$ cat src/verilog/stdPkg.sv
`default_nettype none

package stdPkg;

    // Instruction and fetch widths
    localparam int halfWidth = 32;
    localparam int wordWidth = 64;

    // Standard field widths
    localparam int regWidth  = 4;
    localparam int opcWidth  = 8;
    localparam int idxWidth  = 4;
    localparam int dispWidth = 16;

    // Native escape, real opcode sits in disp high byte
    localparam logic [opcWidth-1:0] escapeOpcode = 8'h3F;

    // All ones register field
    localparam logic [regWidth-1:0] reg15Value = 4'hF;

    // Native layout, opcode first
    typedef struct packed {
        logic [opcWidth-1:0]  opcode;
        logic [regWidth-1:0]  register;
        logic [idxWidth-1:0]  index;
        logic [dispWidth-1:0] disp;
    } nativeFmt_t;

    // Emulated layout, register first
    typedef struct packed {
        logic [regWidth-1:0]  register;
        logic [opcWidth-1:0]  opcode;
        logic [idxWidth-1:0]  modifier;
        logic [dispWidth-1:0] disp;
    } emulFmt_t;

    // Same word, read per pe
    typedef union packed {
        nativeFmt_t native;
        emulFmt_t   emul;
    } instrHalf_t;

endpackage

`default_nettype wire

$ cat src/verilog/halfWordIf.sv
`timescale 1ns/10ps
`default_nettype none

interface halfWordIf;

    stdPkg::instrHalf_t half;     // Selected instruction half
    logic               pe;       // Format of the held word
    logic               strobe;   // One cycle per decode
    logic               present;  // Word loaded since reset

    modport source (
        output half,
        output pe,
        output strobe,
        output present
    );

    modport sink (
        input half,
        input pe,
        input strobe,
        input present
    );

endinterface

`default_nettype wire

$ cat src/verilog/fetchBuffer.sv
`timescale 1ns/10ps
`default_nettype none

module fetchBuffer (
    input wire                         clk,
    input wire                         rstN,
    input wire                         load,
    input wire [stdPkg::wordWidth-1:0] word,
    input wire                         pe,
    input wire                         decode,
    input wire                         tkk,
    halfWordIf.source                  hw
);

    logic [stdPkg::wordWidth-1:0] wordReg;
    logic                         peReg;
    logic                         loaded;

    logic [stdPkg::halfWidth-1:0] lowHalf;
    logic [stdPkg::halfWidth-1:0] highHalf;

    // Payload only
    always_ff @(posedge clk) begin
        if (load) begin
            wordReg <= word;
        end
    end

    always_ff @(posedge clk) begin
        if (!rstN) begin
            peReg  <= 1'b0;
            loaded <= 1'b0;
        end else if (load) begin
            peReg  <= pe;
            loaded <= 1'b1;   // Sticky until reset
        end
    end

    assign lowHalf  = wordReg[stdPkg::halfWidth-1:0];
    assign highHalf = wordReg[stdPkg::wordWidth-1:stdPkg::halfWidth];

    // A load in the same cycle shows up only after the edge
    always_comb begin
        if (tkk) begin
            hw.half = lowHalf;    // tkk 1 picks low half
        end else begin
            hw.half = highHalf;
        end
    end

    assign hw.pe      = peReg;
    assign hw.strobe  = decode;
    assign hw.present = loaded;

endmodule

`default_nettype wire

$ cat src/verilog/standardizer.sv
`timescale 1ns/10ps
`default_nettype none

module standardizer (
    input wire                               clk,
    input wire                               rstN,
    halfWordIf.sink                          hw,
    output logic                             outValid,
    output logic                             noWord,
    output logic [stdPkg::regWidth-1:0]      regField,
    output logic                             reg15,
    output logic [stdPkg::opcWidth-1:0]      opcode,
    output logic [stdPkg::idxWidth-1:0]      indexField,
    output logic [stdPkg::dispWidth-1:0]     disp,
    output logic                             extended
);

    stdPkg::nativeFmt_t natFmt;
    stdPkg::emulFmt_t   emuFmt;

    logic [stdPkg::regWidth-1:0]  natReg;
    logic [stdPkg::opcWidth-1:0]  natOpc;
    logic [stdPkg::idxWidth-1:0]  natIdx;
    logic [stdPkg::dispWidth-1:0] natDisp;
    logic                         natExt;

    logic [stdPkg::regWidth-1:0]  emuReg;
    logic [stdPkg::opcWidth-1:0]  emuOpc;
    logic [stdPkg::idxWidth-1:0]  emuIdx;
    logic [stdPkg::dispWidth-1:0] emuDisp;

    logic [stdPkg::regWidth-1:0]  selReg;
    logic [stdPkg::opcWidth-1:0]  selOpc;
    logic [stdPkg::idxWidth-1:0]  selIdx;
    logic [stdPkg::dispWidth-1:0] selDisp;
    logic                         selExt;
    logic                         selReg15;

    logic                         takeFields;

    // Two views of the same half
    assign natFmt = hw.half.native;
    assign emuFmt = hw.half.emul;

    // Native format, escape check on the opcode byte
    always_comb begin
        natReg  = natFmt.register;
        natIdx  = natFmt.index;
        natDisp = natFmt.disp;
        natExt  = (natFmt.opcode == stdPkg::escapeOpcode);
        if (natExt) begin
            natOpc = natFmt.disp[stdPkg::dispWidth-1 -: stdPkg::opcWidth];
        end else begin
            natOpc = natFmt.opcode;
        end
    end

    // Emulated format never escapes
    always_comb begin
        emuReg  = emuFmt.register;
        emuOpc  = emuFmt.opcode;
        emuIdx  = emuFmt.modifier;     // Lands in the index slot
        emuDisp = emuFmt.disp;
    end

    always_comb begin
        if (hw.pe) begin
            selReg  = emuReg;
            selOpc  = emuOpc;
            selIdx  = emuIdx;
            selDisp = emuDisp;
            selExt  = 1'b0;
        end else begin
            selReg  = natReg;
            selOpc  = natOpc;
            selIdx  = natIdx;
            selDisp = natDisp;
            selExt  = natExt;
        end
    end

    assign selReg15   = (selReg == stdPkg::reg15Value);
    assign takeFields = hw.strobe & hw.present;

    // Status pulses, one cycle after the strobe
    always_ff @(posedge clk) begin
        if (!rstN) begin
            outValid <= 1'b0;
            noWord   <= 1'b0;
        end else begin
            outValid <= takeFields;
            noWord   <= hw.strobe & ~hw.present;
        end
    end

    // Fields hold when nothing was loaded
    always_ff @(posedge clk) begin
        if (!rstN) begin
            regField   <= '0;
            reg15      <= 1'b0;
            opcode     <= '0;
            indexField <= '0;
            disp       <= '0;
            extended   <= 1'b0;
        end else if (takeFields) begin
            regField   <= selReg;
            reg15      <= selReg15;
            opcode     <= selOpc;
            indexField <= selIdx;
            disp       <= selDisp;     // Passed unchanged even when extended
            extended   <= selExt;
        end
    end

endmodule

`default_nettype wire

$ cat src/verilog/frontEnd.sv
`timescale 1ns/10ps
`default_nettype none

module frontEnd (
    input wire                            clk,
    input wire                            rstN,
    input wire                            load,
    input wire  [stdPkg::wordWidth-1:0]   word,
    input wire                            pe,
    input wire                            decode,
    input wire                            tkk,
    output logic                          outValid,
    output logic                          noWord,
    output logic [stdPkg::regWidth-1:0]   regField,
    output logic                          reg15,
    output logic [stdPkg::opcWidth-1:0]   opcode,
    output logic [stdPkg::idxWidth-1:0]   indexField,
    output logic [stdPkg::dispWidth-1:0]  disp,
    output logic                          extended
);

    halfWordIf hw0 ();   // Buffer to standardizer

    fetchBuffer buffer0 (
        .clk    (clk),
        .rstN   (rstN),
        .load   (load),
        .word   (word),
        .pe     (pe),
        .decode (decode),
        .tkk    (tkk),
        .hw     (hw0.source)
    );

    standardizer std0 (
        .clk        (clk),
        .rstN       (rstN),
        .hw         (hw0.sink),
        .outValid   (outValid),
        .noWord     (noWord),
        .regField   (regField),
        .reg15      (reg15),
        .opcode     (opcode),
        .indexField (indexField),
        .disp       (disp),
        .extended   (extended)
    );

endmodule

`default_nettype wire

$ cat config.mk
export PLATFORM = sky130hd
export DESIGN_NAME = frontEnd
export DESIGN_NICKNAME = d
export VERILOG_FILES = /design/src/verilog/stdPkg.sv /design/src/verilog/halfWordIf.sv /design/src/verilog/fetchBuffer.sv /design/src/verilog/standardizer.sv /design/src/verilog/frontEnd.sv
export SDC_FILE = /design/constraint.sdc
export NUM_CORES = 1
export LEC_CHECK = 0
export ABC_AREA = 0
export BUFFER_PORTS_ARGS = -buffer_cell sky130_fd_sc_hd__buf_2
export CORE_MARGIN = 2
export CORE_UTILIZATION = 51
export CTS_CLUSTER_DIAMETER = 30
export DETAILED_ROUTE_END_ITERATION = 7
export PLACE_DENSITY = 0.88
export SYNTH_ARGS = -nofsm -noshare
export SYNTH_HDL_FRONTEND = slang
export SYNTH_SLANG_ARGS = --single-unit
$ cat constraint.sdc
create_clock -name clk -period 1.35 [get_ports clk]
set_input_delay 0.135 -clock clk [delete_from_list [all_inputs] [get_ports clk]]
set_output_delay 0.135 -clock clk [all_outputs]
set_load 0.01 [all_outputs]
==> results.toml, run 1 <==
[pwr]
p_total_mw = 6.294
power.switching_mw = 1.486
leakage_nw = 2.217
combPwrFrac = 0.130
ir_drop_v = 0.0009376
power_frac_seq = 0.580
powerDensity_nw_per_um2 = 1156
clkPwrFrac = 0.291
p_int_mw = 4.808
switching_share = 0.2361

[worst_hold_path]
worstHoldStart = "pe"
hp-class = "primary input to flip-flop"

[critical_path]
crit_buf_inv = 0
cp.required_ns = 1.62
crit_path_cell_trace = "nand2_2 > nor4_4 > o221ai_1 > a31oi_1"
cp.arrival_ns = 1.59
setup.worst_path.start_class = "flip-flop"
cpPeakStageDelay_ns = 0.38
crit_path_end_kind = "flip-flop"
crit_type = "flip-flop to flip-flop"
cp_slowest_cell = "edfxtp_1"
crit_path_start = "buffer0.wordReg[59]"
critical_path.top_delay_family = "simple AND/OR/NAND/NOR gates"
rr_startpoint = "buffer0.wordReg[59]"
crit_fanout = 4

[drt]
route.detailed.drc = 0
drt-total-wl_mm = 9.428
vias_per_cell = 5.275
drt_iter0_markers = 188
vias = 2938
ant_nets = 0
dr.pass1.iters = 5
post_drt_wl_per_cell_um = 16.93

[yosys]
ys_seq_elements = 102
yosysUniqueCellTypes = 27
syn_area_um2 = 3832
synthArstFlopShare = 0
yosys_most_used_dff = "edfxtp_1"
yosys_warnings = 0
synth_cells = 274
seq_area_frac_synth = 0.7000
synth_edf_count = 64
synth_nets = 344
syn_avg_cell_area_um2 = 13.99

[sta]
slew_viol_final = 0
clock_skew_ns = 0.007547
max_freq_ghz = 0.7571
timing.final.crit_share = 0.9784
tightest_slew_ns = 0.4095
setup_slack_ns = 0.02921
setup_violations = 0
holdWs_ns = 0.04513
relSlewSlack = 0.7192
finalCriticalPeriod_ns = 1.321
hold_viol = 0

[cts]
cts.sinks = 102
numCtsBuffers = 9
cts_max_level = 3
clockBufferDepth = 2
clk_pin_slew_ns = 0.09
cts_tree = "yes"
clock_latency_ns = 0.35
root_buffer = "clkbuf_8"

[placement]
pre_cts_slack_ns = -0.03903
place_congestion = 0.9006
dp_hpwl_mm = 5.792
io_buffers = 105

[floorplanning]
fp-row-count = 31
dieWidth_um = 90.69
die_area_um2 = 8224
start_util = 0.5284
coreArea_um2 = 7253
io_pins = 106
die_h_um = 90.69

[layout]
fin_util = 0.7507
final_common_cell = "buf_2"
areaGrowthSynthToFinish_pct = 42.08
layout_common_cells = "105 x buf_2, 64 x edfxtp_1, 64 x dlygate4sd3_1, 41 x nor2_1, 36 x dfxtp_1"
diodes = 0
drive_gt1_frac = 0.3384
num-nets-final = 523

[global_route]
grt_usage = 0.2289
grt_first_pass_wirelength_mm = 14.63
antenna_found_initial = 0
grt_pass1_vias = 2993
grt_max_degree = 67
overflow = 0

[flow_run]
max_cap_viol_count = 0

[outcome]
status = "complete, no violations"
==> Yosys cell counts, types with 2 or more instances <==
library cell,instances,area share
buf_6,3,0.0088
nand3_1,4,0.0052
nor2_1,42,0.041
a31oi_1,2,0.0033
clkbuf_1,6,0.0059
mux2_2,2,0.0059
nand2_1,11,0.011
o21ai_0,2,0.0026
edfxtp_1,64,0.50
dfxtp_1,38,0.20
a211oi_1,26,0.051
mux2i_1,37,0.097
buf_2,5,0.0065
a21oi_1,12,0.016
o221ai_1,3,0.0069
a311oi_1,6,0.014
==> final cells by class <==
type	count	area, um^2
Clock buffer	9	123.9
Inverter	1	3.754
Clock inverter	7	65.06
Sequential cell	102	2685
Tap cell	99	123.9
Timing Repair Buffer	183	1326
Fill cell	453	1808
Multi-Input combinational cell	156	1117
==> metrics by stage <==
stage	area, um^2	TNS, ns	cells
4_1_cts	5346	0	555
2_1_floorplan	3832	0	274
3_3_place_gp	4508	0	475
6_report	5445	0	557
5_1_grt	5445	-0.01560	557
3_5_place_dp	4508	-0.1941	475
==> state kept, by name (all words and copies together) (netlist names) <==
signal / count
std0.noWord: 1
buffer0.wordReg: 64
std0.outValid: 1
std0.extended: 1
buffer0.hw.pe: 1
std0.reg15: 1
buffer0.hw.present: 1
std0.indexField: 4
std0.regField: 4
std0.opcode: 8
std0.disp: 16
==> routing by layer <==
metal | GRT usage | part of all wire | vias up | wire length (um)
met1 | 0.2729 | 0.39 | 1404 | 3664
met3 | 0.03756 | 0.061 | 16 | 573
li1 | - | - | 1392 | -
met2 | 0.4136 | 0.53 | 126 | 5031
met5 | 0 | 0 | - | 0
met4 | 0.08718 | 0.017 | 0 | 159
==> power groups by stage <==
| stage | combinational [mW] | clock (mW) | sequential, mW |
|---|---|---|---|
| after floorplan | 0.295 | 0 | 3.72 |
| after global placement | 0.596 | 0 | 3.70 |
| after detailed placement | 0.620 | 0 | 3.71 |
| after CTS | 0.766 | 1.85 | 3.64 |
| after global routing | 0.880 | 1.99 | 3.67 |
| final | 0.816 | 1.83 | 3.65 |
==> logic make-up (layout without fill, tap and decap cells) <==
| logic type | after synthesis | in the layout | synth area share |
|---|---|---|---|
| AOI/OAI and AO/OA | 53 | 53 | 0.09892 |
| buffers and inverters | 16 | 200 | 0.02742 |
| DFF | 102 | 102 | 0.7000 |
| muxes | 39 | 39 | 0.1025 |
| and+or+nand+nor | 64 | 64 | 0.07117 |
==> timing repair <==
item,CTS,global route
setup endpoints to repair,6,19
resized for setup,1,16
endpoints found under the hold margin,64,0
gates cloned,0,1
hold buffers,64,0
pin swaps,0,2
setup buffers,0,1
==> worst min-delay path: stages <==
cell     delay [ns]
buf_2          0.09
mux2i_1        0.06
nor2_1         0.07
==> worst paths after layout <==
kind | depth (start not counted) | end | slack (ns)
max | 4 | std0.opcode[7] | 0.03
min | 3 | buffer0.hw.pe | 0.05
max reg2reg | 4 | std0.opcode[7] | 0.03
min reg2reg | 2 | std0.regField[2] | 0.46
Note: power is estimated with default switching activity, not from simulation.
==> run 2: changes to the inputs <==
CORE_UTILIZATION = 46   (was 51)
PLACE_DENSITY = 0.84   (was 0.88)
clock period = 1.17 ns   (was 1.35 ns; I/O delays follow)
==> run 2 against run 1 <==
  * The run now ends with negative setup slack left
  * Total power increased by 20%
  * Maximum frequency increased by 1.5%
  * First-iteration DRC count decreased by 29%
  * Sequential cell count unchanged
  * Cell count increased by 2.2%
  * Critical endpoint is now std0.opcode[4]
  * Largest cell class unchanged
  * Highest routed layer unchanged
==> results.toml, run 2 (same netlist as run 1, synthesis figures left out) <==
[global_route]
grt_first_pass_wirelength_mm = 14.70
grt_usage = 0.2218
grt_pass1_vias = 2998
grt_max_degree = 37
overflow = 0
antenna_found_initial = 0

[pwr]
power.switching_mw = 1.803
powerDensity_nw_per_um2 = 1344
leakage_nw = 2.288
ir_drop_v = 0.0009196
combPwrFrac = 0.132
p_int_mw = 5.746
clkPwrFrac = 0.310
power_frac_seq = 0.558
switching_share = 0.2389

[critical_path]
crit_path_end_kind = "flip-flop"
crit_path_cell_trace = "nand3_2 > nor3b_2 > o22a_2 > a311oi_2"
critical_path.top_delay_family = "flip-flops"
ff2ff_setup_slack_ns = -0.13
crit_fanout = 6
cp.arrival_ns = 1.53
cp_slowest_cell = "edfxtp_1"
crit_type = "flip-flop to flip-flop"
crit_buf_inv = 0
setup.worst_path.start_class = "flip-flop"
cpPeakStageDelay_ns = 0.42
cp.required_ns = 1.40

[sta]
slew_viol_final = 0
holdWs_ns = 0.01969
tightest_slew_ns = 0.3662
setup_violations = 11
clock_skew_ns = 0.004355
timing.final.crit_share = 1.112
setup_slack_ns = -0.1311
max_freq_ghz = 0.7686
fin_tns_setup_ns = -0.8715
hold_viol = 0
rsz0062_at_grt = "true"
finalCriticalPeriod_ns = 1.301
relSlewSlack = 0.7489

[outcome]
violations = "negative setup slack"
status = "complete, but fails checks"

[placement]
place_area_um2 = 4617
place_congestion = 0.8487
dp_hpwl_mm = 5.779
pre_cts_slack_ns = -0.1154
io_buffers = 105

[cts]
cts_max_level = 3
root_buffer = "clkbuf_8"
clockBufferDepth = 2
cts.sinks = 102
clock_latency_ns = 0.36
numCtsBuffers = 9
cts_tree = "yes"
clk_pin_slew_ns = 0.10

[drt]
wl_met1_mm = 3.623
ant_nets = 0
drt_iter0_markers = 134
vias = 2937
highest-signal-layer = "met4"
post_drt_wl_per_cell_um = 17.21
wl_met2_mm = 5.407
dr.pass1.iters = 4
wl_met3_um = 534
drt-total-wl_mm = 9.794
vias_per_cell = 5.162
route.detailed.drc = 0

[worst_hold_path]
hp-class = "primary input to flip-flop"

[layout]
largest-register = "buffer0.wordReg"
num-nets-final = 529
final_common_cell = "buf_2"
layout_common_cells = "105 x buf_2, 64 x edfxtp_1, 64 x dlygate4sd3_1, 42 x nor2_1, 36 x dfxtp_1"
areaGrowthSynthToFinish_pct = 46.56
diodes = 0
fin_util = 0.6905
stdcell_area_um2 = 5617
largest_reg_flops = 64
drive_gt1_frac = 0.3621
reg_top3 = "buffer0.wordReg x64, std0.disp x16, std0.opcode x8"

[floorplanning]
coreArea_um2 = 8134
die_area_um2 = 9077
fp-row-count = 33
die_h_um = 95.28
io_pins = 106
dieWidth_um = 95.28
start_util = 0.4712

[flow_run]
max_cap_viol_count = 0
run 2: cell count changes in the layout (fill, tap and decap cells not counted), sizes merged:
cell,delta
buf,+6
clkbuf,+2
clkinv,-3
clkinvlp,-2
inv,+3
run 2: final timing paths:
kind	startpoint	end	depth (start not counted)
max	buffer0.wordReg[58]	std0.opcode[4]	4
min reg2reg	std0.extended	std0.extended	2
max reg2reg	buffer0.wordReg[58]	std0.opcode[4]	4
min	rstN	std0.noWord	3
run 2: area by class of cell:
type,count,area (um^2)
clock inverter,5,63.81
clock buffer,11,151.4
timing repair buffer,189,1429
inverter,1,3.754
tap,105,131.4
multi-input combinational,156,1150
sequential,102,2688
fill,540,2517
run 2: what timing repair did:
| action | in CTS | in global routing |
|---|---|---|
| cloned | 0 | 1 |
| endpoints found under the setup margin | 32 | 25 |
| pin swaps | 8 | 8 |
| resized for setup | 13 | 12 |
| hold buffers | 64 | 0 |
| setup buffers | 0 | 2 |
| hold endpoints to repair | 64 | 0 |
run 2: per-layer routing:
| layer | vias up | GRT usage |
|---|---|---|
| li1 | 1409 | - |
| met1 | 1406 | 0.2383 |
| met4 | 0 | 0.08333 |
| met3 | 21 | 0.04506 |
| met2 | 101 | 0.4237 |
| met5 | - | 0 |
run 2: through the flow:
step	cells	total power, mW
final	569	7.550
after global routing	569	7.811
after CTS	566	7.503
after detailed placement	486	5.032
after global placement	486	4.996
after floorplan	274	4.635
run 2: power groups by stage:
stage          combinational, mW  clock (mW)  sequential (mW)
2_1_floorplan              0.344           0             4.29
3_3_place_gp               0.723           0             4.27
3_5_place_dp               0.745           0             4.29
4_1_cts                    0.928        2.36             4.21
5_1_grt                     1.07        2.50             4.24
6_report                   0.994        2.34             4.21
run 2: worst min-delay path, stage by stage:
cell and delay, ns:
buf_2 0.13, nand2_1 0.07, nor2_1 0.03
==> run 3: changes to the inputs <==
CORE_UTILIZATION = 47   (was 46)
PLACE_DENSITY = 0.75   (was 0.84)
SYNTH_HIERARCHICAL = 1   (was unset)
==> run 3 against run 2 <==
  * The flow still finishes with violations (negative setup slack)
  * Die area rose by 4.6%
  * Global-route usage fell by 1.1 points
  * Worst hold slack got worse by 0.0027 ns
  * Largest power group unchanged
==> results.toml, run 3 <==
[yosys]
synth_cells = 288
ys_seq_elements = 102
yosysMostFrequentCell = "edfxtp_1"
yosysUniqueCellTypes = 33
synthTopCellsByCount = "64 x edfxtp_1, 45 x nand2_1, 38 x dfxtp_1, 30 x mux2_4, 13 x a21boi_1"
yosys_most_used_dff = "edfxtp_1"
synth_top_cell_area_share = 0.4684
synthArstFlopShare = 0
syn_area_um2 = 4103
yosys_warnings = 6
synth_nets = 358
synth_edf_count = 64
synth_top_area_cell = "edfxtp_1"
syn_avg_cell_area_um2 = 14.25
seq_area_frac_synth = 0.6539
synth_area_leaders = "edfxtp_1 47%, dfxtp_1 19%, mux2_4 11%"

[outcome]
status = "complete, but fails checks"
violations = "negative setup slack"

[drt]
drt-total-wl_mm = 10.02
post_drt_wl_per_cell_um = 16.90
route.detailed.drc = 0
dr.pass1.iters = 5
vias_per_cell = 5.086
drt_iter0_markers = 200
vias = 3016
ant_nets = 0

[pwr]
leakage_nw = 2.432
ir_drop_v = 0.0005994
powerDensity_nw_per_um2 = 1260

[critical_path]
cp.required_ns = 1.41
setup.worst_path.start_class = "flip-flop"
cp.arrival_ns = 1.86
crit_path_end_kind = "flip-flop"
crit_fanout = 5
crit_type = "flip-flop to flip-flop"

[sta]
holdWs_ns = 0.01695
hold_viol = 0
finalCriticalPeriod_ns = 1.613
clock_skew_ns = 0.01023
setup_slack_ns = -0.4433
timing.final.crit_share = 1.379
relSlewSlack = 0.7579
rsz0062_at_grt = "true"
tightest_slew_ns = 0.3632
max_freq_ghz = 0.6198
slew_viol_final = 0
setup_violations = 13

[layout]
largest_reg_flops = 64
final_common_cell = "buf_2"
reg_top3 = "buffer0/wordReg x64, std0/disp x16, std0/opcode x8"
drive_gt1_frac = 0.3918
fin_util = 0.6712
diodes = 0
layout_common_cells = "105 x buf_2, 64 x edfxtp_1, 64 x dlygate4sd3_1, 44 x nand2_1, 38 x dfxtp_1"
ff_latch_area_um2 = 2683
areaGrowthSynthToFinish_pct = 40.59
fillerInstances = 644
multi_input_area_um2 = 1303
stdcell_count = 593
num-nets-final = 550
largest-register = "buffer0/wordReg"

[global_route]
overflow = 0
grt_pass1_vias = 3119
antenna_found_initial = 0
grt_usage = 0.2108
grt_max_degree = 38
grt_first_pass_wirelength_mm = 15.56

[floorplanning]
io_pins = 106
dieWidth_um = 97.43
die_h_um = 97.43
fp-row-count = 34
start_util = 0.4774
die_area_um2 = 9493
coreArea_um2 = 8593

[cts]
root_buffer = "clkbuf_8"
clk_pin_slew_ns = 0.10
numCtsBuffers = 9
clockBufferDepth = 2
cts_max_level = 3
clock_latency_ns = 0.36
cts.sinks = 102
cts_tree = "yes"

[placement]
dpl.cell_count = 510
place_congestion = 0.8244
pre_cts_slack_ns = -0.4549
dp_hpwl_mm = 6.120
io_buffers = 105

[worst_hold_path]
hp-class = "primary input to flip-flop"

[flow_run]
max_cap_viol_count = 0
## run 3: cell count changes after synthesis, moves of 7 or more
cell,delta
mux2i_1,-33
nand4b_1,+8
nor2_1,-39
nand2_1,+34
a21boi_1,+13
nand4_1,+7
a211oi_1,-23
a21boi_0,+8
a21oi_1,-9
mux2_4,+30
## run 3: path summary, 6_finish.rpt
kind | start | endpoint | slack [ns] | cells past startpoint
max | buffer0/wordReg[31] | std0/opcode[3] | -0.44 | 5
min | pe | buffer0/hw.pe | 0.02 | 3
max reg2reg | buffer0/wordReg[31] | std0/opcode[3] | -0.44 | 5
min reg2reg | std0/disp[8] | std0/disp[8] | 0.46 | 2
## run 3: cell families (layout without fill, tap and decap cells)
logic type      count (synthesis)  after routing  synth area share
flops                         102            102            0.6539
mux                            36             36            0.1250
compound gates                 48             48           0.08509
simple gates                   76             76           0.09454
buf+inv                        26            223           0.04148
## run 3: repair_timing
action / in CTS / in global routing
setup buffers: 1 / 2
endpoints found under the hold margin: 64 / 0
gates resized for setup: 11 / 4
hold buffers: 64 / 0
cloned: 0 / 0
endpoints found under the setup margin: 17 / 16
pin swaps: 4 / 3
## run 3: area by class of cell
type,count,area share
flip-flops and latches,102,0.4651
inverters,6,0.003905
multi-input cells,160,0.2258
clock buffers,10,0.02213
repair buffers,201,0.2529
clock inverters,6,0.006725
well taps,108,0.02343
## run 3: critical path, stage by stage, from the launching register on
cell	delay (ns)
edfxtp_1	0.40
mux2_4	0.30
nor4bb_4	0.28
buf_4	0.17
nand4b_1	0.11
a32o_1	0.24
## run 3: through the flow
| step | area [um^2] | power, mW | setup TNS (ns) |
|---|---|---|---|
| floorplan | 4114 | 4.727 | -2.030 |
| global placement | 4873 | 5.106 | -4.891 |
| detailed placement | 4873 | 5.135 | -6.176 |
| CTS | 5737 | 7.236 | -3.472 |
| global route | 5768 | 7.546 | -4.918 |
| finish | 5768 | 7.268 | -4.278 |
## run 3: report_power, final
group          leakage (nW)  switching [mW]  total, mW  internal (mW)
Clock                0.0837            1.20       1.97          0.769
Combinational          1.41           0.476       1.12          0.647
Sequential            0.937          0.0967       4.18           4.08
## run 3: per-layer routing
metal / share of wire / GRT usage
met5: 0 / 0
met4: 0.015 / 0.05662
met3: 0.062 / 0.04460
met2: 0.51 / 0.3820
met1: 0.41 / 0.2542
